<file path="config.mk">
export PLATFORM = sky130hd
export DESIGN_NAME = sync_fifo
export DESIGN_NICKNAME = d
export VERILOG_FILES = /design/src/design/sync_fifo.sv
export VERILOG_INCLUDE_DIRS = /design/src /design/src/include
export SDC_FILE = /design/constraint.sdc
export NUM_CORES = 1
export LEC_CHECK = 0
export BUFFER_PORTS_ARGS = -buffer_cell sky130_fd_sc_hd__buf_2
export CAP_MARGIN = 20
export CELL_PAD_IN_SITES_DETAIL_PLACEMENT = 1
export CELL_PAD_IN_SITES_GLOBAL_PLACEMENT = 1
export CORE_UTILIZATION = 50
export CTS_BUF_LIST = sky130_fd_sc_hd__clkbuf_8
export DETAILED_ROUTE_END_ITERATION = 16
export GPL_TIMING_DRIVEN = 0
export MAX_ROUTING_LAYER = met4
export PLACE_DENSITY = 0.76
export SETUP_SLACK_MARGIN = 0.15
export SLEW_MARGIN = 20
export SYNTH_ARGS = -nofsm -noshare
export SYNTH_HDL_FRONTEND = slang
export SYNTH_SLANG_ARGS = --single-unit
export TNS_END_PERCENT = 20
</file>
<file path="constraint.sdc">
create_clock -name clk -period 5.4 [get_ports clk]
set_input_delay 0.27 -clock clk [delete_from_list [all_inputs] [get_ports clk]]
set_output_delay 0.27 -clock clk [all_outputs]
set_load 0.02 [all_outputs]
</file>
<file path="src/include/dmem_defs.svh">
`ifndef DMEM_DEFS_SVH
`define DMEM_DEFS_SVH

// cacheable word address, split as {tag, index, offset}
`define DMEM_ADDR_LEN     25
`define DMEM_OFFSET_LEN   2     // word within a line
`define DMEM_INDEX_LEN    8
`define DMEM_TAG_LEN      15    // address length minus index and offset

`define DMEM_LINE_BITS    128   // four 32-bit words
`define DMEM_MEM_ADDR_LEN 27    // byte address on the memory side

// serial port
`define UART_CLKS_PER_BIT 4     // short bit time for simulation
`define UART_FIFO_DEPTH   8

`endif
</file>
<file path="src/design/sync_fifo.sv">
`include "dmem_defs.svh"

module sync_fifo (
    input  logic       clk,
    input  logic       rst,
    input  logic [7:0] wr_d,
    input  logic       wr_en,
    output logic       wr_full,
    output logic [7:0] rd_d,
    input  logic       rd_en,
    output logic       rd_empty
);
    localparam int PTR_W = $clog2(`UART_FIFO_DEPTH);

    logic [7:0]       mem [`UART_FIFO_DEPTH];
    logic [PTR_W-1:0] wr_ptr;
    logic [PTR_W-1:0] rd_ptr;
    logic [PTR_W:0]   count;
    logic             do_wr;
    logic             do_rd;

    assign do_wr    = wr_en && !wr_full;   // writes to a full fifo are dropped
    assign do_rd    = rd_en && !rd_empty;
    assign wr_full  = count == (PTR_W + 1)'(`UART_FIFO_DEPTH);
    assign rd_empty = count == '0;
    assign rd_d     = mem[rd_ptr];         // oldest byte

    always_ff @(posedge clk) begin
        if (do_wr) mem[wr_ptr] <= wr_d;
    end

    always_ff @(posedge clk) begin
        if (rst) begin
            wr_ptr <= '0;
            rd_ptr <= '0;
            count  <= '0;
        end else begin
            if (do_wr) wr_ptr <= wr_ptr + 1'b1;   // depth is a power of two, pointers wrap
            if (do_rd) rd_ptr <= rd_ptr + 1'b1;
            if (do_wr && !do_rd) count <= count + 1'b1;
            else if (!do_wr && do_rd) count <= count - 1'b1;
        end
    end
endmodule

</file>
After elaboration in Yosys (flattened, before gate mapping)
Memories as Yosys holds them, arrays and structs flattened. A register that Yosys moved wholly into a read port is not among the register bits.
Cells that the tools add are included.

word-level totals
  memories = 1
  logic and storage cells = 25
  bits in writable memories = 64
  register bits after elaboration = 10
  input port bits = 12
  output and inout bits = 10

memory list
  name  words  width  read ports  clocked after memory_dff  write ports  RTL line         text
  mem   8      8      1           1                         1            sync_fifo.sv:15  logic [7:0] mem [`UART_FIFO_DEPTH];

cells by class
  equal/unequal tests = 1
  $add $sub $neg = 4
  reduce and logical (&&, ||, !) cells = 10
  mux-type cells = 6

operators with widths
  cell                                               number
  two-way mux 4 bit                                  2
  adder 3 x 1 -> 3 bit (second input constant)       2
  two-way mux 3 bit                                  2
  adder 4 x 1 -> 4 bit (second input constant)       1
  == test 4 bit (second input constant)              1
  logical AND 1 bit                                  4
  logical NOT 1 bit                                  4
  logical NOT 4 bit                                  1
  subtractor 4 x 1 -> 4 bit (second input constant)  1
  two-way mux 1 bit                                  2
  nonzero test 2 bit                                 1

Longest topological paths before layout
  word-level depth = 7
  gate-level depth with buffers = 10
  gate-level depth less buffers = 10

Worst setup path before layout
OpenSTA, ideal clock, no wires.

  path kind = reg-to-reg
  from = register count[1]
  to = register count[3]
  setup slack = 2.844 ns
  arrival time = 2.435 ns
  cell stages (with the launch flop) = 11
  path buffers = 0
  library setup time = 0.121 ns
  period minus slack after synthesis = 2.556 ns
  cell sequence = dfxtp_1 or4b_4 nand2_4 inv_1 ha_1 inv_1 ha_1 a21oi_1 a211oi_1 a31oi_1 mux2_2

between the ends
  cells in the longest elaborated chain, start to end = 6
  elaborated cells on any way between the ends = 15
  those cells by class = add/sub: 2; eq/ne: 1; mux: 2; reduce/logical: 10

RTL lines
  element                              RTL line         text
  from (decl)                          sync_fifo.sv:18  logic [PTR_W:0] count;
  from (signal assigned)               sync_fifo.sv:40  if (do_wr && !do_rd) count <= count + 1'b1;
  from (signal assigned)               sync_fifo.sv:41  else if (!do_wr && do_rd) count <= count - 1'b1;
  == test 4 bit (*)                    sync_fifo.sv:24  assign wr_full = count == (PTR_W + 1)'(`UART_FIFO_DEPTH);
  logical NOT 1 bit (*)                sync_fifo.sv:22  assign do_wr = wr_en && !wr_full;
  logical AND 1 bit (*)                sync_fifo.sv:22
  named net do_wr                      sync_fifo.sv:19  logic do_wr;
  logical NOT 1 bit                    sync_fifo.sv:41
  logical AND 1 bit                    sync_fifo.sv:41
  nonzero test 2 bit (no source line)  --

The timed path passes the listed nets; every way through them passes the cells marked *. The select of a mux whose other input is x is not followed.
A chain may end at the register's enable or synchronous reset.

Worst setup path in the final report
Same ends and word-level chain as after synthesis.

==> impl_metrics.ini <==
[synth]
syn_area_per_cell_um2 = 18.91
synthesis.area_um2 = 3139
synthTopCellsByArea = edfxtp_1, mux4_1, dfxtp_1
synth_top_cell_area_share = 0.6122
yosysSeqAreaShare = 0.6951
ys_types = 29
yosys_warnings = 0
synthAdderAreaFrac = 0.02631
synth_top_cell_by_area = edfxtp_1
synthCells = 166
synth_top_family_by_area = multiplexers
synth_nets = 184
synthXorXnorAreaFrac = 0.01674
synthSimpleGateAreaFrac = 0.05141
synth_compound_area_frac = 0.01794
muxShareOfSynthArea = 0.1714
synth-seq-cells = 77

[sta]
drv_slew = 0
setup_ws_ns = 2.526
period_share = 0.5322
worstMarginPinSlew_ns = 0.9432
final_hold_viol_count = 0
skew_ns = 0.005054
finalSetupViolations = 0
finalCriticalPeriod_ns = 2.874
rsz0062_at_grt = false
fmax_ghz = 0.3480
tns_ns = 0
max_slew_margin = 0.3689

[clock_tree]
cts_resized = 0
tritoncts = yes
clock_path_buffers = 2
htree_levels = 3
clkTransAtPathRegs_ns = 0.07
root_buffer = clkbuf_8
post_cts_buffers = 0
clock_sinks = 77
cts_made_buffers = 9
hold_buffers = 0
clk_latency_ns = 0.34

[floorplanning]
dieHeight_um = 81.24
io_pins = 22
fp.dieW_um = 81.24
core.rowCount = 28
die-area_um2 = 6599
initial_core_util = 0.5240
fp.coreArea_um2 = 5991

[cells_and_area]
seqCellArea_um2 = 2182
stdcell_count = 279
multiInputGateArea_um2 = 917.1
syn_to_final_growth_pct = 13.15
final_layout_size_suffix_gt1_frac = 0.2647
num_antenna_cells = 0
fillers = 538
nets = 218
stdcell_area_um2 = 3552

[placement]
io_buffer_count = 21
placed_area_um2 = 3379
pre_cts_ws_ns = 2.561
gp_congestion = 0.7100
hpwl_um = 4273
placed_cells = 264

[worst_setup_path]
crit_path_cell_trace = or4b_4, nand2_4, inv_1, ha_1, inv_1, ha_1, a21oi_1, a211oi_1, a31oi_1, mux2_2
cp_max_fo = 6
cp_slowest_stage_delay_ns = 0.60
crit_type = reg2reg
rr_startpoint = count[1]$_SDFFE_PP0P_
worstPathRequired_ns = 5.63
arrival_ns = 3.10
timing.critical_path.from_type = flip-flop
endpoint_kind = flip-flop
critPathLaunch = count[1]$_SDFFE_PP0P_
worst_path_max_delay_cell = or4b_4

[power_and_ir_drop]
combinationalPowerShare = 0.314
swShare = 0.3100
power_frac_clock = 0.235
powerDensity_nw_per_um2 = 471.6
seqPwrFrac = 0.451
p_int_mw = 1.156
netSwitchingPower_uw = 519.3
peakVddDrop_v = 0.0002815
p_leak_nw = 1.254

[global_routing]
grt_usage = 0.2180
grt_pass1_wl_um = 9363
antenna_found_initial = 0
grt_pass1_vias = 1733
gr-total-overflow = 0
grt_start_max_net_pins = 12

[route]
antenna_left = 0
wirelength_um = 6152
drt_pass1_iterations = 4
drcViolationCount = 0
wl_per_cell_um = 22.05
via_per_inst = 5.695
dr.first_iter.drc_count = 87
vias = 1589

[worst_hold_path]
hp-class = in2reg
worst_hold_startpoint = wr_d[7]

[run]
maxCapViolCount = 0

[run_status]
status = completed
-- critical path: cells and delay by family (launching register included) --
| kind | cells | cell delay (ns) |
|---|---|---|
| simple gates | 2 | 0.74 |
| fa+ha+maj | 2 | 0.54 |
| compound gates | 3 | 0.49 |
| flops | 1 | 0.40 |
| mux | 1 | 0.35 |
| buf+inv | 2 | 0.25 |
-- layer usage --
metal | wire length (um) | up-vias | GRT usage | share of wire
li1 | - | 730 | - | -
met1 | 2505 | 807 | 0.2429 | 0.41
met2 | 3282 | 36 | 0.3639 | 0.53
met3 | 207 | 16 | 0.05056 | 0.034
met4 | 157 | 0 | 0.1161 | 0.026
met5 | 0 | - | - | 0
-- path summary, 6_finish.rpt --
kind                                end  slack (ns)  depth (start not counted)
setup / recovery  count[3]$_SDFFE_PP0P_        2.53                         10
hold / removal      mem[0][7]$_DFFE_PP_        0.20                          1
setup reg to reg  count[3]$_SDFFE_PP0P_        2.53                         10
hold reg to reg               flip-flop        0.54                          2
-- layout make-up --
| type | instances | share of cell area |
|---|---|---|
| buffer | 7 | 0.01444 |
| clock inverter | 6 | 0.01374 |
| sequential | 77 | 0.6143 |
| tap | 75 | 0.02642 |
| multi-input combinational | 78 | 0.2582 |
| timing repair buffer | 23 | 0.03381 |
| clock buffer | 9 | 0.03487 |
| inverter | 4 | 0.004227 |
-- power by group through the flow --
| stage | Combinational, mW | Sequential [mW] | Clock (mW) |
|---|---|---|---|
| 2_1_floorplan | 0.388 | 0.755 | 0 |
| 3_3_place_gp | 0.488 | 0.761 | 0 |
| 3_5_place_dp | 0.530 | 0.769 | 0 |
| 4_1_cts | 0.533 | 0.756 | 0.399 |
| 5_1_grt | 0.567 | 0.763 | 0.422 |
| 6_report | 0.526 | 0.756 | 0.394 |
-- cells in the mapped netlist (all sizes together) --
cell,count
fa,1
xnor2,3
mux4,16
nand2b,2
a211oi,1
nor2,16
a31oi,1
clkbuf,3
nor4,2
buf,4
nand3,2
a21oi,3
nor3,4
nand2,5
nor2b,1
dfxtp,13
mux2,9
edfxtp,64
or4b,1
inv,4
ha,5
mux2i,2
xor2,3
o41ai,1
-- per-stage QoR --
step / hold slack [ns] / power (mW) / util
global route: 0.1952 / 1.752 / 0.5929
finish: 0.1961 / 1.675 / 0.5929
detailed placement: 0.5287 / 1.299 / 0.5641
global placement: 0.5097 / 1.250 / 0.5572
floorplan: 0.3689 / 1.143 / -
CTS: 0.1890 / 1.688 / 0.5929
-- cells by family after synthesis --
logic type / after synthesis
flip-flops: 77
AO/OA/AOI/OAI: 6
multiplexers: 27
XOR/XNOR: 6
adder cells (fa/ha/maj): 6
buffers and inverters: 11
AND/OR/NAND/NOR: 33
-- cells in the final DEF (no fill, tap or decap), types with 2 or more instances in the layout --
master,n
nor3_2,4
mux4_1,15
nor2_1,16
dfxtp_1,13
nand3_1,2
mux2_2,9
inv_1,7
xnor2_1,3
edfxtp_1,64
ha_1,5
buf_2,22
nand2_1,4
buf_4,2
clkbuf_8,9
mux2i_1,2
nand2b_1,2
clkinv_1,2
a21oi_1,3
xor2_1,3
clkbuf_1,3
-- sequential cells by signal (all words and copies together) (netlist names), named ones only --
| signal | count |
|---|---|
| count | 4 |
| mem | 64 |
| rd_ptr | 3 |
| wr_ptr | 3 |
No activity file was read; power rests on OpenSTA's default activity.
