[src/include/dmem_defs.svh]
`ifndef DMEM_DEFS_SVH
`define DMEM_DEFS_SVH

// cacheable word address, split as {tag, index, offset}
`define DMEM_ADDR_LEN     25
`define DMEM_OFFSET_LEN   2     // word within a line
`define DMEM_INDEX_LEN    8
`define DMEM_TAG_LEN      15    // address length minus index and offset

`define DMEM_LINE_BITS    128   // four 32-bit words
`define DMEM_MEM_ADDR_LEN 27    // byte address on the memory side

// serial port
`define UART_CLKS_PER_BIT 4     // short bit time for simulation
`define UART_FIFO_DEPTH   8

`endif
[src/design/dmem_pkg.sv]
package dmem_pkg;

    // where a data address lands
    typedef enum logic [1:0] {
        region_uart,
        region_scratch,
        region_cache,
        region_none
    } mem_region_t;

    // cache miss sequencer
    typedef enum logic [2:0] {
        fill_idle,
        fill_wb_addr,   // victim line offered on the write channel
        fill_wb_wait,
        fill_rd_addr,
        fill_rd_data
    } fill_state_t;

    // position inside an 8N1 frame
    typedef enum logic [1:0] {
        bit_idle,
        bit_start,
        bit_data,
        bit_stop
    } uart_bit_t;

endpackage

[src/design/uart_tx.sv]
`include "dmem_defs.svh"

module uart_tx (
    input  logic       clk,
    input  logic       rst,
    input  logic [7:0] tdata,
    input  logic       tvalid,
    output logic       tready,
    output logic       txd
);
    import dmem_pkg::*;

    localparam int CNT_W = $clog2(`UART_CLKS_PER_BIT) + 1;
    localparam logic [CNT_W-1:0] FULL = CNT_W'(`UART_CLKS_PER_BIT - 1);

    uart_bit_t        state;
    logic [CNT_W-1:0] cnt;
    logic [2:0]       bit_idx;
    logic [7:0]       shift;

    assign tready = state == bit_idle;

    always_ff @(posedge clk) begin
        if (rst) begin
            state   <= bit_idle;
            cnt     <= '0;
            bit_idx <= '0;
            txd     <= 1'b1;   // line idles high
        end else begin
            cnt <= cnt + 1'b1;
            case (state)
                bit_idle: begin
                    cnt <= '0;
                    if (tvalid) begin
                        shift <= tdata;
                        txd   <= 1'b0;   // start bit
                        state <= bit_start;
                    end
                end
                bit_start: if (cnt == FULL) begin
                    cnt   <= '0;
                    txd   <= shift[0];
                    state <= bit_data;
                end
                bit_data: if (cnt == FULL) begin
                    cnt     <= '0;
                    bit_idx <= bit_idx + 1'b1;
                    shift   <= {1'b0, shift[7:1]};
                    txd     <= (bit_idx == 3'd7) ? 1'b1 : shift[1];   // stop after bit 7
                    if (bit_idx == 3'd7) state <= bit_stop;
                end
                bit_stop: if (cnt == FULL) state <= bit_idle;
                default: state <= bit_idle;
            endcase
        end
    end
endmodule

[config.mk]
export PLATFORM = sky130hd
export DESIGN_NAME = uart_tx
export DESIGN_NICKNAME = d
export VERILOG_FILES = /design/src/design/dmem_pkg.sv /design/src/design/uart_tx.sv
export VERILOG_INCLUDE_DIRS = /design/src /design/src/include
export SDC_FILE = /design/constraint.sdc
export NUM_CORES = 1
export LEC_CHECK = 0
export BUFFER_PORTS_ARGS = -buffer_cell sky130_fd_sc_hd__buf_4
export CAP_MARGIN = 20
export CORE_MARGIN = 3
export CORE_UTILIZATION = 54
export CTS_CLUSTER_SIZE = 16
export DETAILED_ROUTE_END_ITERATION = 7
export GPL_ROUTABILITY_DRIVEN = 0
export GPL_TIMING_DRIVEN = 0
export PLACE_DENSITY = 0.82
export REMOVE_ABC_BUFFERS = 1
export SETUP_SLACK_MARGIN = 0.05
export SLEW_MARGIN = 20
export SYNTH_ARGS = -nofsm -noshare
export SYNTH_HDL_FRONTEND = slang
export SYNTH_SLANG_ARGS = --single-unit
[constraint.sdc]
create_clock -name clk -period 2.5 [get_ports clk]
set_input_delay 0.75 -clock clk [delete_from_list [all_inputs] [get_ports clk]]
set_output_delay 0.75 -clock clk [all_outputs]
set_load 0.05 [all_outputs]
# Word-level counts from Yosys, hierarchy flattened

Cells that the tools add are included.

Flip-flop bits (word level): 17
Input port bits: 11
Output and inout bits: 2

Add/sub/neg operators: 2
Eq/ne operators: 10
Multiplexer cells: 16
Bitwise gates (word level): 1
Reductions and logical operators: 8

Operators by type and width:

| cell                                                            | number |
|---|---|
| 8-bit 2-to-1 mux                                                | 2 |
| 8-bit case mux with 2 select lines                              | 1 |
| 2-bit 2-to-1 mux                                                | 5 |
| 2-bit inequality test, second input constant                    | 5 |
| 2-bit case mux with 4 select lines                              | 1 |
| 4-bit AND reduction                                             | 2 |
| 3-bit by 1-bit adder with 3-bit output, second input constant   | 2 |
| 3-bit case mux with 2 select lines                              | 1 |
| 5-bit AND reduction                                             | 1 |
| 2-bit == test, second input constant                            | 2 |
| 1-bit 2-to-1 mux                                                | 4 |
| 3-bit by 2-bit == test with 1-bit output, second input constant | 1 |
| 3-bit == test, second input constant                            | 1 |
| 3-bit 2-to-1 mux                                                | 1 |
| 1-bit case mux with 3 select lines                              | 1 |
| 3-bit nonzero test                                              | 1 |
| 2-bit by 1-bit == test with 1-bit output, second input constant | 1 |
| 2-bit zero test                                                 | 1 |
| 2-bit AND reduction                                             | 1 |
| 2-bit nonzero test                                              | 1 |
| 2-bit OR reduction                                              | 1 |
| 1-bit inverter                                                  | 1 |

# Logic depth before layout (Yosys ltp)

Depth in word-level cells: 4
Mapped depth: 6
Mapped depth without buffers: 6

# Worst setup path before layout

No wires, ideal clock.

Path kind: flip-flop to flip-flop
From: register state[0]
To: register shift[0] (enable)
Setup time: 0.383 ns
Arrival time: 1.746 ns
Slack: 0.371 ns
Stages on the path, launching flop included: 5
Buffers on the path: 0
Clock period less this slack: 2.129 ns
Cells stage by stage: dfxtp_1 > inv_1 > ha_1 > mux2i_1 > nor3_1

Cells in the longest elaborated chain, start to end: 3

Ends and longest elaborated chain:

| item                                                                  | RTL line      | text |
|---|---|---|
| from (decl)                                                           | uart_tx.sv:16 | `uart_bit_t state;` |
| from (signal assigned)                                                | uart_tx.sv:25 | `state <= bit_idle;` |
| from (signal assigned)                                                | uart_tx.sv:37 | `state <= bit_start;` |
| from (signal assigned)                                                | uart_tx.sv:43 | `state <= bit_data;` |
| 2-bit zero test (*)                                                   | n/a           |  |
| net tready                                                            | uart_tx.sv:8  | `output logic tready,` |
| 2-bit inequality test (no line) or 2-bit nonzero test (tied branches) | n/a           |  |
| 4-bit AND reduction (no line) (*)                                     | n/a           |  |
| to (signal assigned)                                                  | uart_tx.sv:35 | `shift <= tdata;` |
| to (signal assigned)                                                  | uart_tx.sv:48 | `shift <= {1'b0, shift[7:1]};` |
| to (decl)                                                             | uart_tx.sv:19 | `logic [7:0] shift;` |

The timed path passes the listed nets; every way through them passes the cells marked *.
A chain may end at the register's enable or synchronous reset.

# Worst setup path after layout

From: register state[0]
To: output port tready

Cells in the longest elaborated chain, start to end: 1

Ends and longest elaborated chain:

| item            | RTL line      | text |
|---|---|---|
| 2-bit zero test | uart_tx.sv:21 | `assign tready = state == bit_idle;` |
| to (decl)       | uart_tx.sv:8  |  |

Every way passes these cells.

==> implementation parameters <==
Parameter                              Value

Timing
  Clock skew ... 0.00740 ns
  RSZ-0062 raised after global routing ... false
  Setup TNS ... 0 ns
  Max-slew violation total from the final report ... 0
  Transition at the pin with the smallest max-transition slack ... 0.613 ns
  Final worst path period need ... 2.05 ns
  Fin. Hold Viols ... 0
  Setup slack after layout ... 0.449 ns
  Slew margin rel. ... 0.589
  Hold slack ... 0.439 ns
  Setup-violating endpoint count in the final report ... 0
  Fmax ... 488 MHz
  Tcrit/Tclk final ... 0.820

Clock tree
  CTS H-tree lvls ... 1
  CTS-repair resized insts ... 0
  Post-CTS setup-driven buffer insertion count ... 0
  Maximum buffer depth of the clock tree ... 2
  Number of clock sinks ... 17
  CTS tree ... yes
  CTS Hold Bufs ... 0
  Clk_lat worst skew ... 0.30 ns
  Post-CTS clock slew at the launch and capture registers of the worst setup and hold paths ... 0.09 ns
  Cell chosen for the clock root ... sky130_fd_sc_hd__clkbuf_4
  Total CTS buffers ... 3

Die
  Initial core utilization ... 0.588
  Die Y ... 47.2 µm
  Count of boundary I/O pins ... 13
  Chip width ... 47.2 µm
  Area of the placeable core ... 0.00156 mm²
  FP Rows ... 14
  Full die area ... 0.00223 mm²

Routing
  Via count normalized by instance count ... 5.54
  DRC violation count after routing ... 0
  Detailed-route wire length ... 1530 µm
  Number of DRC violations after detailed-routing iteration 0 ... 5
  Total iterations of the first detailed-routing run ... 4
  Final ANT Viol Nets ... 0
  Routed len/inst ... 13.7 µm
  DR vias ... 615

Synthesis
  Number of distinct standard cells referenced by the synthesized netlist ... 20
  Post-synthesis instance area ... 917 µm²
  Syn avg cell area ... 11.3 µm²
  Number of instances in the synthesized netlist ... 81
  Share of synthesized area occupied by flip-flops and latches ... 0.458
  #FFs+latches synth ... 17
  Number of warnings reported in the yosys synthesis log ... 0

Layout
  Core Util, Final ... 0.669
  Area grow syn2layout ... 13.6%
  ANT cells ... 0
  NumNets Final ... 119
  Fillers ... 122
  Final instance count without filler cells ... 111
  Commonest cells after routing, fill and taps aside ... sky130_fd_sc_hd__ha_1, sky130_fd_sc_hd__buf_4, sky130_fd_sc_hd__nand2_1
  Share of final-layout standard cells stronger than drive strength 1 ... 0.284

Power and ir drop
  Internal power summed over all cells ... 628 µW
  Switching Fraction ... 0.383
  Worst-case vdd ir drop ... 513 µV
  Leakage power summed over all cells ... 0.000434 µW
  Logic gate share of total power ... 0.451
  Fraction of power consumed by sequential logic ... 0.402
  Clock Power Share ... 0.148
  Total power divided by cell area ... 975 mW/mm²
  Net switching component of the power ... 389 µW

Critical path
  Critical path capture point type ... primary output
  Arrival time of data at the critical path endpoint ... 1.30 ns
  Setup slack of the worst register-to-register path ... 0.47 ns
  Req. time, crit path ... 1.75 ns
  Critical Path Source Type ... flop
  Critical-path maximum fanout ... 5
  Classification of the worst setup path ... flop to primary output

Global routing
  Pin count of the biggest net entering global routing ... 11
  Antenna violations before repair ... 0
  Via count of the first global-routing pass ... 582
  Most utilized layer in the global route result ... met2
  Overflow after GRT ... 0
  Global-route wire length before repair ... 2390 µm
  Met1 track utilization from global routing ... 0.193
  Overall Global Routing Usage ... 0.158
  Routing usage on met3 ... 0.0230
  Global Route met2 Usage ... 0.257

Placed design
  Total half-perimeter wirelength after legalization and detailed placement ... 1190 µm
  Count of buffers inserted at the top-level ports ... 12
  Placed Cells incl. Taps ... 107
  Pre-CTS setup slack ... 0.129 ns

Min path
  Classification of the worst-slack hold path ... flop to flop

Status
  Run status ... finished, final reports clean

Run
  # Max-Cap Violations ... 0
## state kept, by name (all words and copies together), names as in the netlist
name     cells
shift        8
bit_idx      3
cnt          3
state        2
txd          1
## final timing paths
check / from / endpoint / cells past startpoint
worst max-delay path: state[0] / tready / 3
worst min register to register: cnt[0] / cnt[0] / 1
worst max register to register: state[0] / shift[1] / 4
worst min-delay path: cnt[0] / cnt[0] / 1
## layer usage
metal | routed length, µm | vias up | part of all wire
li1 | - | 310 | -
met1 | 635 | 290 | 0.42
met2 | 801 | 11 | 0.52
met3 | 56 | 4 | 0.037
met4 | 33 | 0 | 0.022
met5 | 0 | - | 0
## power by group through the flow
stage | combinational [µW] | clock [µW] | sequential (µW)
after floorplan | 330 | 0 | 431
after global placement | 440 | 0 | 412
after detailed placement | 454 | 0 | 418
after CTS | 455 | 154 | 410
after global routing | 502 | 163 | 415
final | 458 | 150 | 408
## critical path, stage by stage, from the launching register on
cell	delay (ns)
sky130_fd_sc_hd__dfxtp_1	0.42
sky130_fd_sc_hd__inv_1	0.11
sky130_fd_sc_hd__ha_1	0.26
sky130_fd_sc_hd__buf_4	0.21
## synth_stat cells (all sizes together)
master,count,share of area
a21oi,4,0.022
a221o,1,0.012
a221oi,1,0.029
clkbuf,2,0.019
dfxtp,9,0.20
edfxtp,8,0.26
ha,12,0.16
inv,9,0.037
mux2,8,0.098
mux2i,3,0.033
nand2,10,0.041
nand3,2,0.011
nor2,2,0.0082
nor2b,2,0.014
nor3,2,0.011
nor3b,1,0.0082
o21ai,3,0.016
o311ai,1,0.0096
xor2,1,0.0096
## per-stage QoR
| step | power (µW) | cell area, µm² |
|---|---|---|
| 6_report | 1020 | 1040 |
| 5_1_grt | 1080 | 1040 |
| 4_1_cts | 1020 | 1040 |
| 3_5_place_dp | 871 | 1010 |
| 3_3_place_gp | 852 | 1010 |
| 2_1_floorplan | 761 | 900 |
## final cells by class
type                       instances  area [µm²]  share of cell area
multi-input combinational         53         450               0.432
sequential                        17         420               0.403
timing repair buffer              12        90.1              0.0864
inverter                           9        33.8              0.0324
clock buffer                       3        22.5              0.0216
tap                               16        20.0              0.0192
clock inverter                     1        5.00             0.00480
## logic make-up (layout without fill, tap and decap cells)
kind of cell	Yosys count	after routing	synth area share
AOI/OAI and AO/OA	10	10	0.0887
xor gates and xnor gates	1	1	0.00955
adders and majority gates	12	12	0.164
buffers and inverters	11	25	0.0559
DFF	17	17	0.458
muxes	11	11	0.131
and+or+nand+nor	19	19	0.0928
Power figures use the tool's default switching activity.
