[src/include/dmem_defs.svh]
`ifndef DMEM_DEFS_SVH
`define DMEM_DEFS_SVH

// cacheable word address, split as {tag, index, offset}
`define DMEM_ADDR_LEN     25
`define DMEM_OFFSET_LEN   2     // word within a line
`define DMEM_INDEX_LEN    8
`define DMEM_TAG_LEN      15    // address length minus index and offset

`define DMEM_LINE_BITS    128   // four 32-bit words
`define DMEM_MEM_ADDR_LEN 27    // byte address on the memory side

// serial port
`define UART_CLKS_PER_BIT 4     // short bit time for simulation
`define UART_FIFO_DEPTH   8

`endif
[src/design/dmem_pkg.sv]
package dmem_pkg;

    // where a data address lands
    typedef enum logic [1:0] {
        region_uart,
        region_scratch,
        region_cache,
        region_none
    } mem_region_t;

    // cache miss sequencer
    typedef enum logic [2:0] {
        fill_idle,
        fill_wb_addr,   // victim line offered on the write channel
        fill_wb_wait,
        fill_rd_addr,
        fill_rd_data
    } fill_state_t;

    // position inside an 8N1 frame
    typedef enum logic [1:0] {
        bit_idle,
        bit_start,
        bit_data,
        bit_stop
    } uart_bit_t;

endpackage

[src/design/uart_rx.sv]
`include "dmem_defs.svh"

module uart_rx (
    input  logic       clk,
    input  logic       rst,
    input  logic       rxd,
    output logic [7:0] rdata,
    output logic       rvalid
);
    import dmem_pkg::*;

    localparam int CNT_W = $clog2(`UART_CLKS_PER_BIT) + 1;
    localparam logic [CNT_W-1:0] FULL = CNT_W'(`UART_CLKS_PER_BIT - 1);
    localparam logic [CNT_W-1:0] HALF = CNT_W'(`UART_CLKS_PER_BIT / 2 - 1);

    uart_bit_t        state;
    logic [1:0]       rxd_sync;   // two-flop synchronizer
    logic [CNT_W-1:0] cnt;
    logic [2:0]       bit_idx;
    logic [7:0]       shift;
    logic             rx;

    assign rx = rxd_sync[1];

    always_ff @(posedge clk) begin
        if (rst) begin
            rxd_sync <= 2'b11;
            state    <= bit_idle;
            cnt      <= '0;
            bit_idx  <= '0;
            rvalid   <= 1'b0;
        end else begin
            rxd_sync <= {rxd_sync[0], rxd};
            rvalid   <= 1'b0;
            cnt      <= cnt + 1'b1;
            case (state)
                bit_idle: begin
                    cnt <= '0;
                    if (!rx) state <= bit_start;          // leading edge of start bit
                end
                bit_start: if (cnt == HALF) begin
                    cnt   <= '0;
                    state <= rx ? bit_idle : bit_data;    // high again, only a glitch
                end
                bit_data: if (cnt == FULL) begin
                    cnt     <= '0;
                    shift   <= {rx, shift[7:1]};          // lsb arrives first
                    bit_idx <= bit_idx + 1'b1;            // wraps to 0 after bit 7
                    if (bit_idx == 3'd7) state <= bit_stop;
                end
                bit_stop: if (cnt == FULL) begin
                    state <= bit_idle;
                    // a low stop bit is a framing error, drop the byte
                    if (rx) begin
                        rdata  <= shift;
                        rvalid <= 1'b1;
                    end
                end
                default: state <= bit_idle;
            endcase
        end
    end
endmodule

[config.mk]
export PLATFORM = sky130hd
export DESIGN_NAME = uart_rx
export DESIGN_NICKNAME = d
export VERILOG_FILES = /design/src/design/dmem_pkg.sv /design/src/design/uart_rx.sv
export VERILOG_INCLUDE_DIRS = /design/src /design/src/include
export SDC_FILE = /design/constraint.sdc
export NUM_CORES = 1
export LEC_CHECK = 0
export BUFFER_PORTS_ARGS = -buffer_cell sky130_fd_sc_hd__buf_2
export CAP_MARGIN = 10
export CORE_MARGIN = 2
export CORE_UTILIZATION = 60
export CTS_BUF_LIST = sky130_fd_sc_hd__clkbuf_8
export DETAILED_ROUTE_END_ITERATION = 12
export PLACE_DENSITY = 0.82
export SYNTH_ARGS = -nofsm -noshare
export SYNTH_HDL_FRONTEND = slang
export SYNTH_SLANG_ARGS = --single-unit
[constraint.sdc]
create_clock -name clk -period 5 [get_ports clk]
set_input_delay 0.75 -clock clk [delete_from_list [all_inputs] [get_ports clk]]
set_output_delay 0.75 -clock clk [all_outputs]
set_load 0.02 [all_outputs]
=== Yosys cells after proc, flatten, opt, wreduce, memory -nomap -nowiden ===
Cells that the tools add are included.

* $add $sub $neg: 2
* Equal/unequal tests: 11
* Mux-type cells: 11
* Bitwise logic cells: 3
* Reduce and logical (&&, ||, !) cells: 6

{| class="wikitable"
|+ Operators with widths
! kind !! count
|-
| $mux W2 || 6
|-
| $ne A2 B2 Y1 const B || 5
|-
| $pmux W3 S3 || 1
|-
| $pmux W2 S4 || 1
|-
| $add A3 B1 Y3 const B || 2
|-
| $mux W3 || 2
|-
| $reduce_and A5 Y1 || 1
|-
| $eq A2 B2 Y1 const B || 2
|-
| $reduce_and A4 Y1 || 1
|-
| $eq A3 B1 Y1 const B || 1
|-
| $eq A3 B2 Y1 const B || 1
|-
| $eq A3 B3 Y1 const B || 1
|-
| $not A1 Y1 || 3
|-
| $reduce_and A3 Y1 || 1
|-
| $reduce_or A3 Y1 || 1
|-
| $eq A2 B1 Y1 const B || 1
|-
| $logic_not A2 Y1 || 1
|-
| $reduce_and A2 Y1 || 1
|-
| $mux W1 || 1
|}

* Bits in registers: 27
* Output and inout bits: 9
* Logic and storage cells: 40

=== Longest topological paths before layout ===
Gate-level depths: netlist of the first run.

* Depth after elaboration: 4
* Gate-level depth with buffers: 5

=== Worst setup path before layout of the first run ===
Ideal clock, no wire load.

* Kind: register to register
* From: reg cnt[0]
* To: reg rdata[0] (enable)
* Setup time: 0.370 ns
* Arrival time: 1.471 ns
* Data required time: 4.630 ns
* Slack: 3.159 ns
* Stages on the path, launching flop included: 6
* Path buffers: 0
* Clock period less this slack: 1.841 ns
* Cell sequence: dfxtp_1 ha_1 ha_1 inv_1 or3_4 nor2_1

* Longest elaborated chain between the ends: 2

{| class="wikitable"
|+ Ends and longest elaborated chain
! what !! line !! text
|-
| start: declaration || uart_rx.sv:18 || <nowiki>logic [CNT_W-1:0] cnt;</nowiki>
|-
| start signal: assignment || uart_rx.sv:35 || <nowiki>cnt <= cnt + 1'b1;</nowiki>
|-
| $eq A3 B2 Y1 || uart_rx.sv:51 || <nowiki>bit_stop: if (cnt == FULL) begin</nowiki>
|-
| $reduce_and A4 Y1 (no source line) || -- ||
|-
| end signal: assignment || uart_rx.sv:55 || <nowiki>rdata <= shift;</nowiki>
|-
| end: declaration || uart_rx.sv:7 || <nowiki>output logic [7:0] rdata,</nowiki>
|}

Every way passes these cells.
A chain may end at the register's enable or synchronous reset.

=== Worst setup path in the final report of the first run ===
* From: reg cnt[0]
* To: reg rdata[7] (enable)

Same word-level chain as after synthesis.

==> results.yml, run 1 <==
floorplanning:
  die_area_um2: 2020
  die_w_um: 45.0
  io_pins: 12
  initial_utilization_pct: 65.4
  chipHeight_um: 45.0
  core-area_um2: 1540
  rows: 14
global_route:
  overflow: 0
  grt_pass1_vias: 475
  grt_pass1_wl_um: 1880
  antenna_found_initial: 0
  grt_max_degree: 16
  gr-usage-all-layers_pct: 13.2
drt:
  maxUsedRoutingLayer: "met4"
  wl_per_cell_um: 12.2
  ant_nets: 0
  met1_length_um: 605
  vias: 532
  drt_iter0_markers: 3
  drt-total-wl_um: 1220
  viasPerCell: 5.32
  drtPass1Iterations: 4
  wl_met2_um: 529
  drc: 0
  dr_wl_met3_um: 57
cts:
  numCtsBuffers: 3
  clock-sinks: 27
  cts_setup_buffers: 0
  clk_latency_ns: 0.26
  cts_tree: "yes"
  clk_pin_slew_worst_paths_ns: 0.08
  cts_hold_buf: 0
  ctsHtreeMaxLevel: 1
  cts.root.buffer_cell: "clkbuf_8"
  ctsResizeCount: 0
  ctsLongestPathBuffers: 2
sta:
  tns_ns: 0
  tightest_slew_ns: 0.567
  final-max-slew-violation-count: 0
  hold_violations: 0
  fmax_ghz: 0.499
  whs_ns: 0.429
  min_period_ns: 2.00
  fin_crit_sh_pct: 40.1
  slew_headroom_pct: 62.1
  rsz0062_at_grt: "false"
  clock_skew_ns: 0.00272
  finalSetupViolations: 0
layout:
  layout_common_cells: "16 x edfxtp_1, 11 x dfxtp_1, 11 x buf_2"
  final_area_um2: 1120
  drive_gt1_share_pct: 22.6
  multi_input_area_um2: 277
  final_nets: 95
  final_common_cell: "edfxtp_1"
  area_growth_pct: 11.2
  fillers: 107
  regArea_um2: 701
  antennaDiodeCount: 0
logic_synthesis:
  ys_seq_elements: 27
  synth_cell_type_count: 22
  netlist_area_um2: 1010
  synth_top_area_share_pct: 47.6
  yosys_warnings: 0
  ys_seq_area_share_pct: 69.5
  synth_area_leaders: "edfxtp_1 48%, dfxtp_1 22%, ha_1 8.7%"
  synth_fp_nets: 81
  avgSynthCellArea_um2: 14.2
  synth_cells: 71
  synth_top_area_cell: "edfxtp_1"
placed_design:
  dpl.hpwl_um: 841
  placed_cell_area_um2: 1070
  gp_congestion: 0.803
  port_buffers: 11
worst_setup_path:
  startpoint: "cnt[0]$_SDFF_PP0_"
  endpoint_kind: "flop"
  critPathTopFamily: "simple AND/OR/NAND/NOR gates"
  crit_slowest_cell: "nor2_1"
  critPathMaxFanout: 8
  slowest_delay_ns: 0.45
  arrival_ns: 1.91
  worstPathCellList: "ha_1, ha_1, inv_1, or3_4, nor2_1"
  path_buf_inv: 1
  worstPathRequired_ns: 4.91
  startpoint_type: "flop"
  crit_top_cell: "ha_1"
  worstSetupPathType: "flop to flop"
  reg2reg_slack_ns: 3.00
  worstReg2RegStart: "cnt[0]$_SDFF_PP0_"
hold_path:
  min-delay-start: "shift[0]$_DFFE_PP_"
  hp-class: "flop to flop"
power:
  irDropWorstVdd_mv: 0.233
  power_uw: 359
  power.leakage_uw: 0.000433
  p_per_area_nw_per_um2: 320
run:
  maxCapViolCount: 0
status:
  status: "complete, no violations"
==> routing by layer <==
layer	vias up	GRT usage, %
met5	-	0
met4	0	8.82
met3	4	2.40
met2	12	20.0
met1	239	17.4
li1	277	-
==> metrics by stage <==
stage / setup WS, ns / std cells / util (%)
2_1_floorplan: 3.16 / 71 / -
3_3_place_gp: 2.93 / 96 / 69.7
3_5_place_dp: 2.87 / 96 / 69.7
4_1_cts: 2.97 / 100 / 72.7
5_1_grt: 2.89 / 100 / 72.7
6_report: 3.00 / 100 / 72.7
==> power by group <==
| group | internal (uW) | switching, uW | leakage (uW) | total [uW] |
|---|---|---|---|---|
| registers | 234 | 2.09 | 0.000233 | 236 |
| clock network | 55.7 | 61.2 | 0.0000255 | 117 |
| logic | 2.82 | 2.84 | 0.000175 | 5.67 |
| total | 293 | 66.1 | 0.000433 | 359 |
==> final timing paths <==
| kind | end | cells after the start |
|---|---|---|
| worst min register to register | rdata[0]$_DFFE_PP_ | 0 |
| worst max register to register | rdata[7]$_DFFE_PP_ | 5 |
| worst max-delay path | rdata[7]$_DFFE_PP_ | 5 |
| worst min-delay path | rdata[0]$_DFFE_PP_ | 0 |
==> cell families after synthesis <==
logic type | Yosys count | share of synthesized area, %
AOI/OAI and AO/OA | 7 | 5.09
and+or+nand+nor | 18 | 9.80
buffers and inverters | 8 | 3.10
adders and majority gates | 7 | 8.68
muxes | 3 | 2.98
xor gates and xnor gates | 1 | 0.869
DFF | 27 | 69.5
==> flip-flops by register name, summed over array words and instances (netlist names), named ones only <==
name and count:
bit_idx 3, cnt 3, rdata 8, rvalid 1
shift 8, state 1, rxd_sync 2
==> area by class of cell <==
class | count | share of cell area [%]
sequential | 27 | 62.5
multi-input combinational | 36 | 24.7
timing repair buffer | 11 | 4.91
clock buffer | 3 | 3.68
inverter | 6 | 2.01
tap | 16 | 1.79
clock inverter | 1 | 0.446
==> worst reg2reg max path, cell delays in order (launching register included) <==
cell and delay [ns]:
dfxtp_1 0.36, ha_1 0.21, ha_1 0.19, inv_1 0.06, or3_4 0.37, nor2_1 0.45
==> synth_stat cells <==
cell and number:
a21oi_1 2, a221oi_1 1, a22oi_1 1, a311oi_1 1
a41oi_1 1, buf_2 1, clkbuf_1 1, dfxtp_1 11
edfxtp_1 16, ha_1 7, inv_1 5, inv_2 1
mux2i_1 3, nand2_1 2, nand2b_1 2, nand3b_1 3
nor2_1 6, nor3_1 2, o211ai_1 1, or2_2 2
or3_4 1, xor2_1 1
Note: power is estimated with default switching activity, not from simulation.
==> run 2: changes to the inputs <==
--- a/config.mk
+++ b/config.mk
@@ -9,10 +9,10 @@
 export BUFFER_PORTS_ARGS = -buffer_cell sky130_fd_sc_hd__buf_2
 export CAP_MARGIN = 10
 export CORE_MARGIN = 2
-export CORE_UTILIZATION = 60
+export CORE_UTILIZATION = 58
 export CTS_BUF_LIST = sky130_fd_sc_hd__clkbuf_8
 export DETAILED_ROUTE_END_ITERATION = 12
-export PLACE_DENSITY = 0.82
+export PLACE_DENSITY = 0.79
 export SYNTH_ARGS = -nofsm -noshare
 export SYNTH_HDL_FRONTEND = slang
 export SYNTH_SLANG_ARGS = --single-unit
==> constraint.sdc (replaced) <==
create_clock -name clk -period 2 [get_ports clk]
set_input_delay 0.3 -clock clk [delete_from_list [all_inputs] [get_ports clk]]
set_output_delay 0.3 -clock clk [all_outputs]
set_load 0.02 [all_outputs]
==> results.yml, run 2 (synthesis results as in run 1) <==
cts:
  numCtsBuffers: 3
  cts_hold_buf: 0
  cts.root.buffer_cell: "clkbuf_8"
  cts_tree: "yes"
  cts_setup_buffers: 0
  clk_pin_slew_worst_paths_ns: 0.08
  clk_latency_ns: 0.26
  ctsLongestPathBuffers: 2
  ctsResizeCount: 0
  clock-sinks: 27
  ctsHtreeMaxLevel: 1
worst_setup_path:
  reg2reg_slack_ns: 0.23
  slowest_delay_ns: 0.37
  worstPathRequired_ns: 1.98
  startpoint_type: "flop"
  crit_slowest_cell: "or3_4"
  crit_top_cell: "ha_1"
  worstSetupPathType: "flop to flop"
  arrival_ns: 1.75
  critPathMaxFanout: 7
  worstPathCellList: "ha_1, ha_1, inv_1, or3_4, nor2_1, buf_4"
  endpoint_kind: "flop"
drt:
  drc: 0
  ant_nets: 0
  drt_iter0_markers: 5
  drtPass1Iterations: 3
  wl_per_cell_um: 12.8
  drt-total-wl_um: 1320
  vias: 563
  viasPerCell: 5.47
placed_design:
  dp.cells: 99
  gp_congestion: 0.743
  dpl.hpwl_um: 971
  port_buffers: 11
power:
  irDropWorstVdd_mv: 0.516
  power.internal_uw: 729
  p_seq_share_pct: 66.4
  power.clock.fraction_pct: 32.0
  comb_power_share_pct: 1.6
  switching_share_pct: 17.9
  switching_power_uw: 159
  power.leakage_uw: 0.000445
  p_per_area_nw_per_um2: 782
  power_uw: 889
floorplanning:
  die_w_um: 45.7
  rows: 15
  core-area_um2: 1690
  chipHeight_um: 45.7
  die_area_um2: 2090
  initial_utilization_pct: 59.7
  io_pins: 12
global_route:
  antenna_found_initial: 0
  gr-usage-all-layers_pct: 14.3
  grt_max_degree: 15
  grt_pass1_vias: 492
  overflow: 0
  grt_pass1_wl_um: 1960
sta:
  rsz0062_at_grt: "false"
  final-max-slew-violation-count: 0
  fin_crit_sh_pct: 88.7
  finalSetupViolations: 0
  slew_headroom_pct: 74.2
  tns_ns: 0
  hold_violations: 0
  min_period_ns: 1.77
  whs_ns: 0.215
  fmax_ghz: 0.564
  tightest_slew_ns: 0.386
  clock_skew_ns: 0.00354
layout:
  top_regs: "rdata x8, shift x8"
  antennaDiodeCount: 0
  utilization_pct: 67.3
  area_growth_pct: 12.7
  layout_common_cells: "16 x edfxtp_1, 11 x dfxtp_1, 11 x buf_2"
  final_nets: 97
  drive_gt1_share_pct: 23.3
  final_common_cell: "edfxtp_1"
  fin_cells: 103
  fillers: 123
run:
  maxCapViolCount: 0
status:
  status: "complete, no violations"
hold_path:
  hp-class: "input pin to flop"
run 2: cell count changes in the layout (fill, tap and decap cells not counted):
cell      delta
buf_4        +2
clkinv_2     -1
inv_1        +1
run 2: power by group through the flow:
| stage | clock, uW | combinational (uW) | sequential (uW) |
|---|---|---|---|
| 2_1_floorplan | 0 | 13.5 | 600 |
| 3_3_place_gp | 0 | 14.3 | 603 |
| 4_1_cts | 291 | 14.5 | 590 |
| 5_1_grt | 302 | 16.0 | 591 |
| 6_report | 284 | 14.4 | 590 |
| 3_5_place_dp | 0 | 14.5 | 603 |
run 2: final timing paths:
check,endpoint,startpoint,depth (start not counted)
max,shift[3]$_DFFE_PP_,cnt[0]$_SDFF_PP0_,6
min,rxd_sync[0]$_SDFF_PP1_,rxd,2
max reg2reg,shift[3]$_DFFE_PP_,cnt[0]$_SDFF_PP0_,6
min reg2reg,rxd_sync[1]$_SDFF_PP1_,rxd_sync[0]$_SDFF_PP1_,1
run 2: layout make-up:
cell class	instances	area, um^2	area share [%]
Timing Repair Buffer	13	70.1	6.17
Clock buffer	3	41.3	3.63
Sequential cell	27	701	61.7
Multi-Input combinational cell	36	277	24.3
Inverter	6	22.5	1.98
Clock inverter	1	3.75	0.330
Tap cell	17	21.3	1.87
run 2: worst max-delay path, delay by kind of cell, from the launching register on:
| kind | cells | cell delay, ns |
|---|---|---|
| fa+ha+maj | 2 | 0.38 |
| buf+inv | 2 | 0.23 |
| flops | 1 | 0.36 |
| simple gates | 2 | 0.51 |
run 2: per-stage QoR:
step	worst slack [ns]	instance area (um^2)
CTS	0.211	1140
floorplan	0.159	1010
detailed placement	0.233	1090
global placement	0.280	1090
finish	0.227	1140
global route	0.148	1140
run 2: per-layer routing:
metal  GRT usage (%)  share of wire (%)
met5               0                  0
met4            13.7                5.1
met3            2.78                3.7
met2            25.1                 49
met1            13.5                 43
==> run 3: changes to the inputs <==
--- a/config.mk
+++ b/config.mk
@@ -9,10 +9,11 @@
 export BUFFER_PORTS_ARGS = -buffer_cell sky130_fd_sc_hd__buf_2
 export CAP_MARGIN = 10
 export CORE_MARGIN = 2
-export CORE_UTILIZATION = 58
-export CTS_BUF_LIST = sky130_fd_sc_hd__clkbuf_8
+export CORE_UTILIZATION = 54
+export CTS_BUF_LIST = sky130_fd_sc_hd__clkbuf_16
 export DETAILED_ROUTE_END_ITERATION = 12
-export PLACE_DENSITY = 0.79
+export PLACE_DENSITY = 0.75
+export SLEW_MARGIN = 15
 export SYNTH_ARGS = -nofsm -noshare
 export SYNTH_HDL_FRONTEND = slang
 export SYNTH_SLANG_ARGS = --single-unit
==> results.yml, run 3 (synthesis results as in run 1) <==
drt:
  vias: 563
  drt_iter0_markers: 4
  ant_nets: 0
  drc: 0
  drtPass1Iterations: 4
  drt-total-wl_um: 1360
  wl_per_cell_um: 12.2
  viasPerCell: 5.03
worst_setup_path:
  startpoint_type: "flop"
  worstSetupPathType: "flop to flop"
  endpoint: "shift[2]$_DFFE_PP_"
  startpoint: "cnt[0]$_SDFF_PP0_"
  endpoint_kind: "flop"
  critPathMaxFanout: 6
  worstReg2RegStart: "cnt[0]$_SDFF_PP0_"
  r2r_cells: 6
  r2r_end: "shift[2]$_DFFE_PP_"
  reg2reg_slack_ns: 0.24
  worstPathRequired_ns: 1.97
  arrival_ns: 1.72
placed_design:
  post-place-ws_ns: 0.248
  gp_congestion: 0.833
  dpl.hpwl_um: 1000
  placed_cell_area_um2: 1110
  dp.cells: 108
  port_buffers: 11
global_route:
  gr-usage-all-layers_pct: 15.1
  overflow: 0
  busiest_layer: "met2"
  grt.met2_usage_pct: 24.9
  grt_pass1_vias: 509
  antenna_found_initial: 0
  grt_pass1_wl_um: 2170
  use_met3_pct: 4.62
  grt_max_degree: 15
  use_met1_pct: 16.2
layout:
  final_area_um2: 1190
  antennaDiodeCount: 0
  fin_cells: 112
  final_nets: 98
  area_growth_pct: 17.7
  top_regs: "rdata x8, shift x8"
  final_common_cell: "edfxtp_1"
  layout_common_cells: "16 x edfxtp_1, 11 x dfxtp_1, 11 x buf_2"
  drive_gt1_share_pct: 24.1
cts:
  cts_setup_buffers: 0
  clock-sinks: 27
  ctsResizeCount: 0
  ctsHtreeMaxLevel: 1
  clk_latency_ns: 0.25
  clk_pin_slew_worst_paths_ns: 0.06
  cts.root.buffer_cell: "clkbuf_16"
  ctsLongestPathBuffers: 2
  cts_hold_buf: 0
  numCtsBuffers: 3
  cts_tree: "yes"
power:
  irDropWorstVdd_mv: 0.504
  power.leakage_uw: 0.000466
  p_per_area_nw_per_um2: 870
sta:
  tns_ns: 0
  whs_ns: 0.226
  fmax_ghz: 0.569
  final-max-slew-violation-count: 0
  finalSetupViolations: 0
  tightest_slew_ns: 0.423
  hold_violations: 0
  rsz0062_at_grt: "false"
  fin_crit_sh_pct: 87.8
  fin_ws_ns: 0.244
  slew_headroom_pct: 71.8
  clock_skew_ns: 0.00270
  min_period_ns: 1.76
status:
  status: "complete, no violations"
floorplanning:
  io_pins: 12
  initial_utilization_pct: 57.8
  chipHeight_um: 47.2
  rows: 15
  die_area_um2: 2230
  core-area_um2: 1750
  die_w_um: 47.2
hold_path:
  hp-class: "input pin to flop"
run:
  maxCapViolCount: 0
[run 3: report_power, final]
part           switching, uW  total (uW)  leakage, uW  internal (uW)
Sequential              5.20         591     0.000233            586
Clock                    160         426    0.0000423            267
Combinational           7.56        14.7     0.000191           7.13
[run 3: layout make-up]
class | instances | area (um^2)
Fill cell | 143 | 558
Clock inverter | 1 | 3.75
Clock buffer | 3 | 75.1
Sequential cell | 27 | 701
Timing Repair Buffer | 14 | 77.6
Tap cell | 25 | 31.3
Multi-Input combinational cell | 36 | 277
Inverter | 6 | 22.5
[run 3: worst min path at each step]
stage,start,to,slack (ns),cells after the start
6_report,rxd,rxd_sync[0]$_SDFF_PP1_,0.23,2
5_1_grt,rxd,rxd_sync[0]$_SDFF_PP1_,0.22,2
4_1_cts,rxd,rxd_sync[0]$_SDFF_PP1_,0.22,2
3_5_place_dp,rxd_sync[0]$_SDFF_PP1_,rxd_sync[1]$_SDFF_PP1_,0.41,1
3_3_place_gp,rxd_sync[0]$_SDFF_PP1_,rxd_sync[1]$_SDFF_PP1_,0.39,1
2_1_floorplan,rxd_sync[0]$_SDFF_PP1_,rxd_sync[1]$_SDFF_PP1_,0.39,1
[run 3: worst max-delay path, stage by stage, from the launching register on]
cell and delay [ns]:
dfxtp_1 0.36, ha_1 0.20, ha_1 0.18, inv_1 0.06, or3_4 0.37, nor2_1 0.13
buf_4 0.17
[run 3: stage by stage]
stage | power (uW) | util, %
floorplan | 614 | -
finish | 1030 | 68.0
detailed placement | 618 | 63.5
global placement | 617 | 63.5
global route | 1070 | 68.0
CTS | 1050 | 68.0
[run 3: metal layers]
| layer | wire, um | up-vias | share of wire (%) |
|---|---|---|---|
| met4 | 30 | 0 | 2.2 |
| met5 | 0 | - | 0 |
| li1 | - | 284 | - |
| met2 | 697 | 13 | 51 |
| met3 | 58 | 4 | 4.3 |
| met1 | 577 | 262 | 42 |
